[src/verilog/cpu_pkg.sv]
package cpu_pkg;

	// memory sizes in 32-bit words.
	localparam int imem_depth = 256;
	localparam int imem_addr_bits = 8;
	localparam int dmem_depth = 256;

	// -------------------------------------------------------------------
	// instruction fields
	// -------------------------------------------------------------------
	typedef enum logic [5:0] {
		op_special = 6'h00,
		op_j       = 6'h02,
		op_beq     = 6'h04,
		op_ori     = 6'h0d,
		op_lui     = 6'h0f,
		op_lw      = 6'h23,
		op_sw      = 6'h2b
	} opcode_e;

	typedef enum logic [5:0] {
		fn_addu = 6'h21,
		fn_subu = 6'h23,
		fn_and  = 6'h24,
		fn_or   = 6'h25,
		fn_slt  = 6'h2a
	} funct_e;

	// -------------------------------------------------------------------
	// datapath controls
	// -------------------------------------------------------------------
	typedef enum logic [2:0] {
		alu_add,
		alu_sub,
		alu_and,
		alu_or,
		alu_slt,
		alu_lui
	} alu_op_e;

	typedef enum logic [1:0] {
		fwd_reg, // value read in decode.
		fwd_mem, // alu result now in the memory stage.
		fwd_wb   // data being written back.
	} fwd_sel_e;

	typedef enum logic {
		wb_alu,
		wb_load
	} wb_sel_e;

endpackage

[src/verilog/hazard_unit.sv]
module hazard_unit (
	input  logic              [4:0] d_rs,
	input  logic              [4:0] d_rt,
	input  logic                    d_uses_rt,
	input  logic                    d_is_branch,
	input  logic              [4:0] e_rs,
	input  logic              [4:0] e_rt,
	input  logic              [4:0] e_dest,
	input  logic                    e_reg_write,
	input  cpu_pkg::wb_sel_e        e_wb_sel,
	input  logic              [4:0] m_dest,
	input  logic                    m_reg_write,
	input  cpu_pkg::wb_sel_e        m_wb_sel,
	input  logic              [4:0] w_dest,
	input  logic                    w_reg_write,
	output logic                    stall,
	output cpu_pkg::fwd_sel_e       fwd_d1,
	output cpu_pkg::fwd_sel_e       fwd_d2,
	output cpu_pkg::fwd_sel_e       fwd_e1,
	output cpu_pkg::fwd_sel_e       fwd_e2,
	output cpu_pkg::fwd_sel_e       fwd_m
);
	import cpu_pkg::*;

	logic load_use;
	logic branch_dep;

	// the memory stage wins over writeback; a load in memory has no result yet.
	function automatic fwd_sel_e pick(input logic [4:0] src, input logic [4:0] md,
		input logic mw, input wb_sel_e ms, input logic [4:0] wd, input logic ww);
		if (src == 5'd0) begin
			return fwd_reg;
		end else if (mw && ms == wb_alu && md == src) begin
			return fwd_mem;
		end else if (ww && wd == src) begin
			return fwd_wb;
		end
		return fwd_reg;
	endfunction

	always_comb begin
		fwd_d1 = pick(d_rs, m_dest, m_reg_write, m_wb_sel, w_dest, w_reg_write);
		fwd_d2 = pick(d_rt, m_dest, m_reg_write, m_wb_sel, w_dest, w_reg_write);
		fwd_e1 = pick(e_rs, m_dest, m_reg_write, m_wb_sel, w_dest, w_reg_write);
		fwd_e2 = pick(e_rt, m_dest, m_reg_write, m_wb_sel, w_dest, w_reg_write);
	end

	// a store in memory carries its data register in m_dest.
	assign fwd_m = (!m_reg_write && w_reg_write && w_dest != 5'd0 && w_dest == m_dest)
		? fwd_wb : fwd_reg;

	assign load_use = e_reg_write && e_wb_sel == wb_load && e_dest != 5'd0
		&& (e_dest == d_rs || (d_uses_rt && e_dest == d_rt));

	assign branch_dep = d_is_branch
		&& ((e_reg_write && e_dest != 5'd0 && (e_dest == d_rs || e_dest == d_rt))
		|| (m_reg_write && m_wb_sel == wb_load && m_dest != 5'd0
		&& (m_dest == d_rs || m_dest == d_rt)));

	assign stall = load_use || branch_dep;

endmodule

[config.mk]
export PLATFORM = sky130hd
export DESIGN_NAME = hazard_unit
export DESIGN_NICKNAME = d
export VERILOG_FILES = /design/src/verilog/cpu_pkg.sv /design/src/verilog/hazard_unit.sv
export SDC_FILE = /design/constraint.sdc
export NUM_CORES = 1
export LEC_CHECK = 0
export ABC_AREA = 1
export BUFFER_PORTS_ARGS = -buffer_cell sky130_fd_sc_hd__buf_2
export CELL_PAD_IN_SITES_DETAIL_PLACEMENT = 0
export CELL_PAD_IN_SITES_GLOBAL_PLACEMENT = 1
export CORE_MARGIN = 2
export CORE_UTILIZATION = 26
export DETAILED_ROUTE_END_ITERATION = 16
export GPL_TIMING_DRIVEN = 0
export PLACE_DENSITY = 0.89
export SKIP_LAST_GASP = 1
export SYNTH_ARGS = -nofsm -noshare
export SYNTH_HDL_FRONTEND = slang
export SYNTH_SLANG_ARGS = --single-unit
[constraint.sdc]
create_clock -name vclk -period 0.8
set_input_delay 0.08 -clock vclk [all_inputs]
set_output_delay 0.08 -clock vclk [all_outputs]
set_load 0.02 [all_outputs]
# Yosys cells after proc, flatten, opt, wreduce, memory -nomap -nowiden
# Index checks and enable logic that the tools add are counted.
[op_classes]
bitwise = 1
div_mod_pow = 0
n_lt_le_gt_ge = 0
n_eq_ne = 11
n_mux = 29
n_reduce_logical = 35
shift = 0
n_mul = 0
addsub = 0
[op_table]
columns = ["op", "count"]
rows = [
  ["== test 5 bit", 11],
  ["two-way mux 2 bit", 17],
  ["logical AND 1 bit", 22],
  ["zero test 5 bit", 4],
  ["nonzero test 5 bit", 3],
  ["two-way mux 1 bit", 12],
  ["logical OR 1 bit", 5],
  ["zero test 1 bit", 1],
  ["NOT 1 bit", 1],
]
[word_totals]
mem_bits_ro = 0
ram_bits = 0
latch_bits = 0
n_memories = 0
output_inout_bits = 11
ff_bits = 0

# Longest topological paths before layout
[logic_depth]
depth_word = 6
ltp_mapped = 11
ltp_nobuf = 10

# Worst setup path before layout
# OpenSTA, ideal clock, no wires.
[synth_timing]
path_type = "input-to-output"
from = "input port w_dest[2]"
to = "output port fwd_m[1]"
path_stages = 4
t_arrival_ns = 1.155
slack_ns = -0.435
cell_sequence = "buf_2 -> a211oi_1 -> nand3_1 -> nor4_1"
[synth_via]
elab_chain_len = 4
[synth_lines]
columns = ["element", "line", "text"]
rows = [
  ["start: declaration", "hazard_unit.sv:14", "input logic [4:0] w_dest,"],
  ["nonzero test 5 bit", "hazard_unit.sv:49", "assign fwd_m = (!m_reg_write && w_reg_write && w_dest != 5'd0 && w_dest == m_dest)"],
  ["logical AND 1 bit", "hazard_unit.sv:49", ""],
  ["logical AND 1 bit *", "hazard_unit.sv:49", ""],
  ["two-way mux 2 bit *", "hazard_unit.sv:50", "? fwd_wb : fwd_reg;"],
  ["end: declaration", "hazard_unit.sv:21", "output cpu_pkg::fwd_sel_e fwd_m"],
]
# Mark *: on every way between the ends. The rest lies on a longest branch, timed or not.

# Final worst setup path
[layout_timing]
from = "input port m_dest[4]"
to = "output port stall"
[layout_via]
elab_chain_len = 6
[layout_lines]
columns = ["element", "line", "text"]
rows = [
  ["start: declaration", "hazard_unit.sv:11", "input logic [4:0] m_dest,"],
  ["== test 5 bit or nonzero test 5 bit (tied branches)", "hazard_unit.sv:58, hazard_unit.sv:57", ""],
  ["logical OR 1 bit or logical AND 1 bit (tied branches)", "hazard_unit.sv:58, hazard_unit.sv:57", ""],
  ["logical AND 1 bit *", "hazard_unit.sv:58", "&& (m_dest == d_rs || m_dest == d_rt)));"],
  ["logical OR 1 bit *", "hazard_unit.sv:57", "|| (m_reg_write && m_wb_sel == wb_load && m_dest != 5'd0"],
  ["logical AND 1 bit *", "hazard_unit.sv:56", "&& ((e_reg_write && e_dest != 5'd0 && (e_dest == d_rs || e_dest == d_rt))"],
  ["logical OR 1 bit *", "hazard_unit.sv:60", "assign stall = load_use || branch_dep;"],
  ["end: declaration", "hazard_unit.sv:16", "output logic stall,"],
]
# Marked as above.

==> flow_results.org <==
** Floorplanning
- Total Die Area :: 4350 µm²
- The initial utilization of the core area, before any placement, comes to 27.2%.
- The core region is 3660 µm².
- Die span in y :: 65.9 µm
- Number of top-level design ports :: between 50 and 60
- Die Width :: roughly 66 µm
- After floorplanning, the core was divided into 22 placement rows.

** Layout
- In the final layout, the share of cells above drive strength 1 is 57.7%.
- Leaving out fill and tap cells, the most frequent cells in the layout are 41 x nand2_1, 20 x buf_6, 17 x buf_4, 16 x nand2_2, 15 x nor2_1.
- Utilization of the core after routing :: a little under three fifths
- After routing the design area is 2080 µm².
- # nets final :: between 300 and 400
- Sequential cells placed in the final layout were counted as 0.
- Leaving out fill and tap cells, the most frequent cell in the layout is nand2_1.
- Area occupied by multi-input gates :: 1130 µm²
- The area growth from synthesis to layout is 108%.
- The layout has 0 clock buffers.
- The filler cells instantiated in the layout total about 350.
- Area of all sequential standard cells :: 0 µm²
- Number of diodes added for antenna fixing :: 0

** Min path
- Hold Path Depth :: 4
- Hold wc startpoint :: d_is_branch
- Hold WC Path Type :: in2out
- Worst Hold Endpoint :: stall

** Detailed routing
- Dividing the detail-routed via count by the number of cells gives 4.87.
- For this block, the routed nets add up to around 4000 µm of wire.
- Detail-routed net length per standard cell :: about 13 µm
- Antenna Violating Nets Remaining :: 0
- Violation count after the first detailed-route iteration :: 89
- Router iterations before antenna repair :: 4
- Via count :: roughly 1500
- For this run, design rule violations remaining after detail routing come to 0.

** Global routing
- Via count of the first global-routing pass :: roughly 1400
- Summed over all layers, the global routing overflow is 0.
- Entering global routing, the biggest net connects 9 pins.
- Wire length of the first global-routing pass :: 6340 µm
- For this run, the total global-route usage over all layers was measured as 17.8%.
- Antenna violations before repair :: 0

** STA
- Total setup violations reported at the end of the flow :: 10
- The number of hold violations in the final report came to 0.
- The worst path uses 138% of the clock period.
- Final Slew Violations :: 0
- Timing would allow up to 907 MHz.
- For the finished layout, the period the worst path requires is 1100 ps.
- Hold timing on the final database bottoms out at a slack of 448 ps.
- Final WS setup :: -302 ps
- Setup repair after global routing missed its margin :: true

** Status
- Status :: finished, violations left
- Violated checks :: negative setup slack

** Worst setup path
- STA classifies the critical path startpoint as an input port.
- The worst setup path is captured at an output port.
- CP max-delay cell :: nand3_2
- Critical path fanouts, max :: 6
- For the worst setup path, the data required time is 720 ps.
- The worst setup path is of the in2out kind.
- The signal on the critical path passes through buf_12 -> inv_4 -> nand2_2 -> nand2_2 -> nor2_2 -> nand3_2 -> nand2_1 -> nand2_1 -> nand2_1 -> nand2_1 -> nand2_2 -> buf_6.
- STA puts the critical path data arrival time at around 1000 ps.
- Cell mode on critical path :: nand2_1
- Stage delay of the slowest cell on the critical path :: about 130 ps

** Synth
- Synthesis produced around 210 cells.
- Sequential elements use 0% of the synthesized area.
- Number of warnings reported in the yosys synthesis log :: 0
- Number of nets produced by synthesis :: 251
- Area contributors post-synth :: nand2_1 21%, inv_1 11%, nor2_1 11%
- The cell area that synthesis handed to floorplanning was 997 µm².
- Share of the synthesized area in the top cell type :: about a fifth
- The synthesized netlist devotes 15.1% of its cell area to compound gates.
- Cell taking the most area after synthesis :: nand2_1
- Main combinational cell family by area after synthesis :: simple AND/OR/NAND/NOR gates
- Summing the areas of all fa, ha and maj instances in the mapped netlist gives 0% of the synthesized area.
- Each instance of the synthesized netlist takes up on average 4.77 µm².
- Yosys mapped the design onto 24 distinct sky130hd cell types.
- XOR/XNOR Fraction of Synth Area :: 14.1%
- Mux cell area share after synthesis :: 0%
- Summing the areas of all and, or, nand and nor instances in the mapped netlist gives 53.5% of the synthesized area.

** Place
- After detailed placement, the total cell area comes to around 1400 µm².
- Summed over all nets, the half-perimeter wirelength after detailed placement is about 2800 µm.
- Count of buffers from port buffering :: 48
- OpenSTA, run right after detailed placement, puts the worst setup slack at -476 ps.
- Routability-driven placement congestion ratio :: 0.841

** Job
- Max-capacitance violation count :: 0

** Power
- Total power after layout :: approximately 0.0010 W
- IR drop worst, VDD :: 0.000243 V
- Leakage power summed over all cells :: 0.965 nW
- PwrDens :: 500 nW/µm²

** Clocking
- Count of hold-fix buffers inserted at cts :: 0
==> layer usage <==
layer / up-vias / GRT usage, % / share of wire, %
met2: 40 / 32.6 / 51
met4: 0 / 0 / 0
met3: 0 / 1.19 / 6.3
met1: 701 / 24.3 / 43
met5: - / 0 / 0
li1: 784 / - / -
==> how the worst max path moves through the flow <==
stage               startpoint        end  slack, ps  cells past startpoint
floorplan            w_dest[2]   fwd_m[1]       -110                      4
global placement       d_rs[4]  fwd_d1[1]       -460                      8
detailed placement     d_rs[4]  fwd_d1[1]       -480                      8
CTS                  m_dest[3]      stall       -260                     12
global route         m_dest[1]      stall       -370                     12
finish               m_dest[4]      stall       -300                     12
==> power breakdown <==
group	leakage, nW	internal (W)	switching (W)
combinational	0.965	0.000501	0.000537
clock	0	0	0
sequential	0	0	0
==> worst max-delay path: cells and delay by family <==
family,cells,cell delay [ps]
buf+inv,3,260
simple gates,9,670
==> cell type report <==
class	instances	area share, %
plain buffers	5	3.98
inverters	38	10.5
multi-input cells	166	54.6
well taps	48	2.89
repair buffers	56	28.1
==> synthesized netlist by cell type <==
cell type,count
nand2_1,56
inv_1,29
nor2_1,29
nor3_1,15
nand3_1,13
inv_2,9
xnor2_1,9
o22ai_1,8
o21ai_0,7
xor2_1,7
a21oi_1,5
buf_2,4
nand4_1,3
a211oi_1,2
a221oi_1,2
nand2_2,2
nor2_2,2
a21boi_0,1
and3_1,1
buf_4,1
conb_1,1
nand3_2,1
nand3b_1,1
nor4_1,1
==> cell families after synthesis <==
family	Yosys count
simple gates	124
buf+inv	43
compound gates	25
xor+xnor	16
other cells	1
==> metrics by stage <==
stage,TNS (ps),instances
after floorplan,-674,209
after CTS,-1920,312
final,-2030,313
after global routing,-2590,313
after global placement,-3780,305
after detailed placement,-3860,305
==> what timing repair did <==
action | 4_1_cts | 5_1_grt
setup endpoints to repair | 10 | 10
pin swaps | 35 | 33
setup buffers | 7 | 1
resized for setup | 113 | 77
No activity file was read; power rests on OpenSTA's default activity.
