[config.mk]
export PLATFORM = sky130hd
export DESIGN_NAME = execute_stage
export DESIGN_NICKNAME = d
export VERILOG_FILES = /design/src/verilog/cpu_pkg.sv /design/src/verilog/execute_stage.sv
export SDC_FILE = /design/constraint.sdc
export NUM_CORES = 1
export LEC_CHECK = 0
export ABC_AREA = 1
export BUFFER_PORTS_ARGS = -buffer_cell sky130_fd_sc_hd__buf_2
export CAP_MARGIN = 20
export CORE_UTILIZATION = 30
export DETAILED_ROUTE_END_ITERATION = 7
export PLACE_DENSITY = 0.57
export SYNTH_ARGS = -nofsm -noshare
export SYNTH_HDL_FRONTEND = slang
export SYNTH_SLANG_ARGS = --single-unit
[constraint.sdc]
create_clock -name clk -period 4.81 [get_ports clk]
set_input_delay 0.481 -clock clk [delete_from_list [all_inputs] [get_ports clk]]
set_output_delay 0.481 -clock clk [all_outputs]
set_load 0.02 [all_outputs]
[src/verilog/cpu_pkg.sv]
package cpu_pkg;

	// memory sizes in 32-bit words.
	localparam int imem_depth = 256;
	localparam int imem_addr_bits = 8;
	localparam int dmem_depth = 256;

	// -------------------------------------------------------------------
	// instruction fields
	// -------------------------------------------------------------------
	typedef enum logic [5:0] {
		op_special = 6'h00,
		op_j       = 6'h02,
		op_beq     = 6'h04,
		op_ori     = 6'h0d,
		op_lui     = 6'h0f,
		op_lw      = 6'h23,
		op_sw      = 6'h2b
	} opcode_e;

	typedef enum logic [5:0] {
		fn_addu = 6'h21,
		fn_subu = 6'h23,
		fn_and  = 6'h24,
		fn_or   = 6'h25,
		fn_slt  = 6'h2a
	} funct_e;

	// -------------------------------------------------------------------
	// datapath controls
	// -------------------------------------------------------------------
	typedef enum logic [2:0] {
		alu_add,
		alu_sub,
		alu_and,
		alu_or,
		alu_slt,
		alu_lui
	} alu_op_e;

	typedef enum logic [1:0] {
		fwd_reg, // value read in decode.
		fwd_mem, // alu result now in the memory stage.
		fwd_wb   // data being written back.
	} fwd_sel_e;

	typedef enum logic {
		wb_alu,
		wb_load
	} wb_sel_e;

endpackage

[src/verilog/execute_stage.sv]
module execute_stage (
	input  logic                    clk,
	input  logic                    rst_n,
	input  logic              [4:0] e_dest,
	input  logic                    e_reg_write,
	input  logic                    e_mem_write,
	input  cpu_pkg::wb_sel_e        e_wb_sel,
	input  cpu_pkg::alu_op_e        e_alu_op,
	input  logic                    e_alu_src,
	input  logic             [31:0] e_a,
	input  logic             [31:0] e_b,
	input  logic             [31:0] e_imm,
	input  cpu_pkg::fwd_sel_e       fwd_e1,
	input  cpu_pkg::fwd_sel_e       fwd_e2,
	input  logic             [31:0] w_data,
	output logic             [31:0] m_alu_result,
	output logic             [31:0] m_store_data,
	output logic              [4:0] m_dest,
	output logic                    m_reg_write,
	output logic                    m_mem_write,
	output cpu_pkg::wb_sel_e        m_wb_sel
);
	import cpu_pkg::*;

	logic [31:0] op_a, reg_b, op_b, result;

	assign op_a = (fwd_e1 == fwd_mem) ? m_alu_result : (fwd_e1 == fwd_wb) ? w_data : e_a;
	assign reg_b = (fwd_e2 == fwd_mem) ? m_alu_result : (fwd_e2 == fwd_wb) ? w_data : e_b;
	assign op_b = e_alu_src ? e_imm : reg_b;

	always_comb begin
		case (e_alu_op)
			alu_sub: result = op_a - op_b;
			alu_and: result = op_a & op_b;
			alu_or: result = op_a | op_b;
			alu_slt: result = {31'd0, $signed(op_a) < $signed(op_b)};
			alu_lui: result = {op_b[15:0], 16'd0};
			default: result = op_a + op_b; // also the address of lw and sw.
		endcase
	end

	// E/M register.
	always_ff @(posedge clk) begin
		if (!rst_n) begin
			m_dest <= '0;
			m_reg_write <= 1'b0;
			m_mem_write <= 1'b0;
			m_wb_sel <= wb_alu;
		end else begin
			m_dest <= e_dest;
			m_reg_write <= e_reg_write;
			m_mem_write <= e_mem_write;
			m_wb_sel <= e_wb_sel;
		end
	end

	always_ff @(posedge clk) begin
		m_alu_result <= result;
		m_store_data <= reg_b;
	end

endmodule

; Word-level counts from Yosys, hierarchy flattened
; Index checks and enable logic that the tools add are counted.
[word_totals]
reg_bits = 72
elab_cells = 26
inputBits = 146
output_inout_bits = 72
[op_classes]
bitwise = 2
n_eq_ne = 9
mux = 6
add_sub_neg = 2
n_lt_le_gt_ge = 1
[op_table]
columns = op, count
row1 = two-way mux 32 bit, 5
row2 = one-hot mux 32 bit (5 select lines), 1
row3 = adder 32 bit, 1
row4 = AND 32 bit, 1
row5 = < comparator 32 bit, 1
row6 = OR 32 bit, 1
row7 = subtractor 32 bit, 1
row8 = "equality test 3 x 2 -> 1 bit, second input constant", 2
row9 = "equality test 3 bit, second input constant", 2
row10 = "equality test 2 x 1 -> 1 bit, second input constant", 2
row11 = "equality test 2 bit, second input constant", 2
row12 = "equality test 3 x 1 -> 1 bit, second input constant", 1

; Longest topological paths before layout
; Gate-level depths: netlist of the first run.
[depth]
word_depth = 6
mapped_depth = 24
mapped_depth_nobuf = 22

; Least setup slack after synthesis of the first run
; OpenSTA, ideal clock, no wires.
[synth_timing]
kind = input -> register
startpoint = input port fwd_e1[1]
endpoint = register m_alu_result[30]
t_required_ns = 4.689
slack_ns = 1.894
setup_time_ns = 0.121
n_path_buf = 1
stages = 20
arrival_time_ns = 2.795
cell_sequence = inv_1 nor2_1 inv_1 clkbuf_1 nand2_1 nand3_1 o21ai_0 inv_1 ha_1 fa_1 nand2_1 nand2_1 nand3_1 nand2_1 nand2_1 nand3_2 nand2_1 nand3_1 nand3_1 nand3_1
[synth_between]
elab_chain_len = 5
elab_cells_between_ends = 9
classes_between = add/sub (2) / eq/ne (2) / mux (3) / bitwise (2)
[synth_lines]
columns = item, line
row1 = from (decl), execute_stage.sv:13  ; input cpu_pkg::fwd_sel_e fwd_e1,
row2 = equality test 2 bit, execute_stage.sv:27  ; assign op_a = (fwd_e1 == fwd_mem) ? m_alu_result : (fwd_e1 == fwd_wb) ? w_data : e_a;
row3 = two-way mux 32 bit, execute_stage.sv:27
row4 = two-way mux 32 bit *, execute_stage.sv:27
row5 = "adder 32 bit, or another cell as far along", execute_stage.sv:38  ; default: result = op_a + op_b;
row6 = one-hot mux 32 bit (5 select lines) *, execute_stage.sv:32  ; case (e_alu_op)
row7 = net result[30], execute_stage.sv:25  ; logic [31:0] op_a, reg_b, op_b, result;
row8 = to (signal assigned), execute_stage.sv:58  ; m_alu_result <= result;
row9 = to (decl), execute_stage.sv:16  ; output logic [31:0] m_alu_result,
; The timed path passes the listed nets; every way through them passes the cells marked *.
; A chain may end at the register's enable or synchronous reset.

; Final worst setup path of the first run
[layout_timing]
startpoint = input port fwd_e2[1]
endpoint = register m_alu_result[0]
[layout_between]
elab_chain_len = 6
elab_cells_between_ends = 11
classes_between = add/sub (2) / order compare (1) / eq/ne (2) / mux (4) / bitwise (2)
[layout_lines]
columns = item, line
row1 = from (decl), execute_stage.sv:14  ; input cpu_pkg::fwd_sel_e fwd_e2,
row2 = equality test 2 bit, execute_stage.sv:28  ; assign reg_b = (fwd_e2 == fwd_mem) ? m_alu_result : (fwd_e2 == fwd_wb) ? w_data : e_b;
row3 = two-way mux 32 bit, execute_stage.sv:28
row4 = two-way mux 32 bit *, execute_stage.sv:28
row5 = net reg_b[0], execute_stage.sv:25
row6 = two-way mux 32 bit *, execute_stage.sv:29  ; assign op_b = e_alu_src ? e_imm : reg_b;
row7 = "adder 32 bit, or another cell as far along", execute_stage.sv:38
row8 = one-hot mux 32 bit (5 select lines) *, execute_stage.sv:32
row9 = net result[0], execute_stage.sv:25
; Marked as above.

==> out/metrics.csv, run 1 <==
metric;value;unit
synthTopCellsByArea;nand2_1 23%, dfxtp_1 15%, ha_1 13%;
core;0.0306;sq mm
syn_nets;1954;
dieArea;0.0318;sq mm
fin_cells;2290;
placementRows;64;
finalSetupViolCount;0;
critPathTopFamily;simple AND/OR/NAND/NOR gates;
num_antenna_cells;0;
ys_seq_area_share;15.5;%
cts-hold-fix-buffers;0;
fillers;3464;
cp_common_cell;nand2_1;
async_reset_ff_share;0;%
cp_data_arrival_time;4090;ps
cts_setup_buffers;0;
setup_tns;0;ps
initialDrtViolationCount;1161;
grt_max_degree;39;
die_h;178;um
drive_gt1_share;14.4;%
critPathCaptureType;flip-flop;
ys_ff_latch;72;
clk_path_buf_depth;2;
fin_crit_sh;80.4;%
cts_root_buf;clkbuf_16;
yosysTopAreaCell;nand2_1;
start_util;30.5;%
grt_pass1_vias;10308;
rsz0062_at_grt;no;
cts.repair.resized;0;
drc_errors;0;
fmax;0.259;GHz
vias;11426;
ys.flop_type;dfxtp_1;
irDropWorstVdd;0.149;mV
grt_pass1_wl;60700;um
area_growth;18.1;%
whs_path_depth;3;
finClkSkew;9.68;ps
portBuffers;217;
cap_violations;0;
worstSetupPathType;in -> reg;
cpMaxStageDelayCell;fa_1;
yosys_warnings;0;
cts_buffers;9;
antenna_found_initial;1;
nets;2134;
syn_area_per_cell;5.45;sq um
cp_num_buf_inv;4;
cts_sinks;72;
cts_tree;yes;
place_congestion;0.999;
slew_violations;0;
synth.distinct_cells;36;
pre_cts_slack;645;ps
r2r_cells;17;
grt_use_total;26.0;%
leakage;6.48;nW
outcome;finished clean;
syn_inst;1709;
worstHoldPathType;in -> reg;
critPathLaunchType;input port;
grt_overflow;0;
worst_pin_slew;1070;ps
total_power;3.80;mW
finalHoldViolCount;0;
syn_area;0.00932;sq mm
die_w;178;um
crit_cells;21;
path_max_fanout;25;
vias_per_cell;4.99;
max_slew_margin;28.7;%
setup_slack;945;ps
path_cells;buf_2 > inv_1 > nor2_4 > buf_4 > o21ai_0 > o21ai_0 > nand2_1 > o21ai_0 > ha_1 > inv_1 > fa_1 > nand2_1 > nand3_1 > nand3_1 > nand2_1 > nand2_1 > nand2_1 > nand2_1 > nand3_1 > nand3_1 > nand3_1;
wl;42200;um
synth_edf_count;0;
post-dp-hpwl;35100;um
wl_per_cell;18.4;um
first_pass_iters;5;
power.density;345;mW/mm^2
io_pins;218;
min_period;3860;ps
yosys.area.top_type_share;23.4;%
cts_max_level;3;
cp.required;5040;ps
critPathMaxStageDelay;440;ps
clkLatencyLatePin;360;ps
antenna_left;0;
dp.cells;2274;
path_clk_slew;60;ps
[final timing paths]
| check | startpoint | to | slack (ps) |
|---|---|---|---|
| hold reg to reg | m_alu_result[13]$_DFF_P_ | m_store_data[13]$_DFF_P_ | 540 |
| setup / recovery | fwd_e2[1] | m_alu_result[0]$_DFF_P_ | 950 |
| hold / removal | e_dest[3] | m_dest[3]$_SDFF_PN0_ | 310 |
| setup reg to reg | m_alu_result[0]$_DFF_P_ | m_alu_result[0]$_DFF_P_ | 1720 |
[Yosys cell counts, drive strengths merged (2+ instances only)]
library cell / count
xor2: 8
fa: 2
clkbuf: 27
o21bai: 6
dfxtp: 72
nand2: 582
nor2: 128
o21a: 2
clkinv: 2
ha: 97
buf: 36
nand3b: 2
a31oi: 30
or2: 6
o211ai: 6
o2111ai: 5
nor3: 19
inv: 324
nand3: 133
o22ai: 13
nand4: 6
o21ai: 109
a21oi: 92
[layout make-up]
cell class	instances	area (sq um)	area share [%]
Sequential cell	72	1440	13.1
Multi-Input combinational cell	1248	6340	57.6
Clock buffer	9	225	2.05
Tap cell	396	495	4.50
Timing Repair Buffer	232	1210	11.0
Inverter	326	1220	11.1
Clock inverter	7	71.3	0.648
[where the power goes]
group	switching, mW	internal (mW)
sequential	0.147	0.724
clock	0.334	0.403
combinational	1.54	0.651
[flip-flops by register name, indices dropped and copies added (netlist names)]
register	cells
m_alu_result	32
m_dest	5
m_mem_write	1
m_reg_write	1
m_store_data	32
m_wb_sel	1
[cell usage in the layout (no fill, tap or decap), drive strengths merged]
master | synthesis | final
o22ai | 13 | 13
nand4 | 6 | 6
o211a | 1 | 1
o2111ai | 5 | 5
o21a | 2 | 2
and2 | 1 | 1
buf | 36 | 232
bufinv | 0 | 1
ha | 97 | 97
inv | 324 | 325
o211ai | 6 | 6
fa | 2 | 2
clkbuf | 27 | 9
a21oi | 92 | 92
nor3 | 19 | 19
nand3b | 2 | 2
xor2 | 8 | 8
o21ai | 109 | 109
nand3 | 133 | 133
a31oi | 30 | 30
o21bai | 6 | 6
nor2 | 128 | 128
clkinv | 2 | 4
nand2 | 582 | 582
clkinvlp | 0 | 3
dfxtp | 72 | 72
or2 | 6 | 6
[stage by stage]
stage | hold WS [ps] | utilization, % | area (sq um)
final | 309 | 36.0 | 11000
after global placement | 525 | 35.0 | 10700
after global routing | 314 | 36.0 | 11000
after detailed placement | 524 | 35.0 | 10700
after CTS | 300 | 36.0 | 11000
after floorplan | 574 | - | 9320
[layer usage]
metal	part of all wire, %	global-route usage, %
met1	46	35.9
met2	43	41.4
met3	8.9	4.20
met4	1.8	7.17
met5	0	0
[cells by family after synthesis]
group | Yosys count | synth area share (%)
AO/OA/AOI/OAI | 264 | 15.4
XOR/XNOR | 8 | 0.752
adder cells (fa/ha/maj) | 99 | 13.5
buffers and inverters | 389 | 16.6
flip-flops | 72 | 15.5
AND/OR/NAND/NOR | 877 | 38.4
[worst register-to-register path: stages (launching register included)]
cell,delay [ps]
dfxtp_1,380
nand3_1,80
o21ai_0,170
nand2_1,80
o21ai_0,250
ha_1,260
inv_1,100
fa_1,440
nand2_1,100
nand3_1,160
nand3_1,110
nand2_1,140
nand2_1,100
nand2_1,110
nand2_1,100
nand3_1,80
nand3_1,190
nand3_1,130
No activity file was read; power rests on OpenSTA's default activity.
==> run 2, diff against run 1 <==
Clock period 4.81 ns to 3.75 ns, I/O delays scaled along.
==> out/metrics.csv, run 2 (synthesis gave the netlist of run 1 again) <==
metric;value;unit;change
cpMaxStageDelayCell;o21ai_0;;was fa_1
vias_per_cell;4.96;;was 4.99
fmax;0.303;GHz;
r2r-end;m_alu_result[28]$_DFF_P_;;was m_alu_result[0]$_DFF_P_
first_pass_iters;5;;unchanged
largest_registers;m_alu_result x32, m_store_data x32, m_dest x5;;unchanged
worst_pin_slew;745;ps;was 1070 ps
post-dp-hpwl;35700;um;was 35100 um
outcome;finished clean;;unchanged
io_pins;218;;unchanged
nets;2166;;was 2134
cp.required;3970;ps;was 5040 ps
placementRows;64;;unchanged
drive_gt1_share;15.8;%;was 14.4%
crit_start;fwd_e2[1];;unchanged
fillers;3493;;was 3464
cts_max_level;3;;unchanged
setup_slack;451;ps;was 945 ps
finalSetupViolCount;0;;unchanged
r2r_cells;13;;was 17
critPathMaxStageDelay;650;ps;was 440 ps
drc_errors;0;;unchanged
die_h;178;um;unchanged
cp_num_buf_inv;4;;unchanged
clk_path_buf_depth;2;;unchanged
fin_cells;2322;;was 2290
path_max_fanout;34;;was 25
leakage;6.67;nW;was 6.48 nW
place_congestion;0.974;;was 0.999
grt_overflow;0;;unchanged
finClkSkew;13.5;ps;was 9.68 ps
min_period;3300;ps;
final_core_util;37.0;%;was 36.0%
cts-hold-fix-buffers;0;;unchanged
final_common_cell;nand2_1;;unchanged
cp_common_cell;nand2_1;;unchanged
area_growth;21.5;%;was 18.1%
reg2reg_slack;750;ps;was 1720 ps
power.density;441;mW/mm^2;was 345 mW/mm^2
slew_violations;0;;unchanged
crit_cells;19;;was 21
whs_path_depth;3;;unchanged
critPathCaptureType;flip-flop;;unchanged
cts_root_buf;clkbuf_16;;unchanged
num_antenna_cells;0;;unchanged
critPathCapture;m_alu_result[0]$_DFF_P_;;unchanged
path_clk_slew;60;ps;about the same
critPathTopFamily;compound AO/OA/AOI/OAI gates;;was simple AND/OR/NAND/NOR gates
die_w;178;um;unchanged
initialDrtViolationCount;1116;;was 1161
worstHoldPathType;in -> reg;;unchanged
path_cells;buf_2 > inv_1 > nor2_4 > buf_12 > nand2_1 > o211ai_1 > o21ai_0 > o21ai_0 > ha_1 > o21ai_0 > nand2_1 > nand2_1 > inv_1 > nand2_1 > a21oi_1 > nand2_1 > nand2_1 > nand3_1 > nand3_1;;was buf_2 > inv_1 > nor2_4 > buf_4 > o21ai_0 > o21ai_0 > nand2_1 > o21ai_0 > ha_1 > inv_1 > fa_1 > nand2_1 > nand3_1 > nand3_1 > nand2_1 > nand2_1 > nand2_1 > nand2_1 > nand3_1 > nand3_1 > nand3_1
grt_pass1_vias;10499;;was 10308
antenna_left;0;;unchanged
wl;42800;um;was 42200 um
fin_crit_sh;88.0;%;
grt_pass1_wl;62400;um;was 60700 um
wl_per_cell;18.4;um;about the same
start_util;30.5;%;unchanged
max_slew_margin;49.8;%;was 28.7%
vias;11508;;was 11426
grt_max_degree;44;;was 39
core;0.0306;sq mm;unchanged
cts.repair.resized;0;;unchanged
irDropWorstVdd;0.173;mV;was 0.149 mV
cts_tree;yes;;unchanged
clkLatencyLatePin;360;ps;about the same
cap_violations;0;;unchanged
grt_use_total;26.6;%;was 26.0%
r2r-start;m_alu_result[17]$_DFF_P_;;was m_alu_result[0]$_DFF_P_
dieArea;0.0318;sq mm;unchanged
cts_sinks;72;;unchanged
antenna_found_initial;1;;unchanged
cp_data_arrival_time;3520;ps;was 4090 ps
cts_buffers;9;;unchanged
critPathLaunchType;input port;;unchanged
total_power;4.99;mW;was 3.80 mW
setup_tns;0;ps;unchanged
portBuffers;217;;unchanged
worstSetupPathType;in -> reg;;unchanged
cts_setup_buffers;0;;unchanged
rsz0062_at_grt;no;;unchanged
dp.cells;2306;;was 2274
pre_cts_slack;162;ps;was 645 ps
final_cell_mix;579 x nand2_1, 320 x inv_1, 217 x buf_2, 131 x nand3_1, 124 x nor2_1;;unchanged
finalHoldViolCount;0;;unchanged
==> run 2: changes by cell type in the layout (fill, tap and decap cells not counted) <==
cell / previous run / this run
buf_4: 14 / 42
clkinvlp_4: 3 / 2
clkinv_2: 2 / 0
buf_12: 1 / 5
bufinv_16: 1 / 2
clkbuf_1: 0 / 1
clkinv_4: 0 / 1
==> run 2: tightest hold or removal path, stage by stage <==
cell and delay, ps:
buf_2 70, nand2_1 40, inv_1 40
==> run 2: power breakdown <==
part | switching [mW] | internal (mW) | total [mW] | leakage, nW
combinational | 2.01 | 0.893 | 2.90 | 5.91
clock | 0.411 | 0.588 | 0.999 | 0.149
sequential | 0.168 | 0.928 | 1.10 | 0.606
==> run 2: layer usage <==
layer  share of wire (%)  track usage (%)  vias up
met2                  43             41.9      484
met5                   0                0        -
met1                  47             38.0     5279
met4                 1.8             6.60        0
met3                 7.9             3.18       33
li1                    -                -     5712
==> run 2: how the worst min path moves through the flow <==
| stage | from | endpoint |
|---|---|---|
| final | e_dest[3] | m_dest[3]$_SDFF_PN0_ |
| after CTS | e_dest[3] | m_dest[3]$_SDFF_PN0_ |
| after global placement | m_alu_result[19]$_DFF_P_ | m_store_data[19]$_DFF_P_ |
| after detailed placement | m_alu_result[19]$_DFF_P_ | m_store_data[19]$_DFF_P_ |
| after global routing | e_dest[3] | m_dest[3]$_SDFF_PN0_ |
| after floorplan | e_dest[3] | m_dest[3]$_SDFF_PN0_ |
==> run 2: cell type report <==
cell class | count | area (sq um) | share of cell area, %
inverters | 326 | 1220 | 10.8
multi-input cells | 1248 | 6340 | 56.0
clock buffers | 10 | 229 | 2.02
clock inverters | 6 | 92.6 | 0.817
well taps | 396 | 495 | 4.37
flip-flops and latches | 72 | 1440 | 12.7
repair buffers | 264 | 1500 | 13.3
==> run 2: through the flow <==
stage | instance area [sq um] | hold WS [ps]
5_1_grt | 11300 | 216
4_1_cts | 11300 | 192
3_5_place_dp | 11000 | 522
2_1_floorplan | 9320 | 468
3_3_place_gp | 11000 | 511
6_report | 11300 | 202
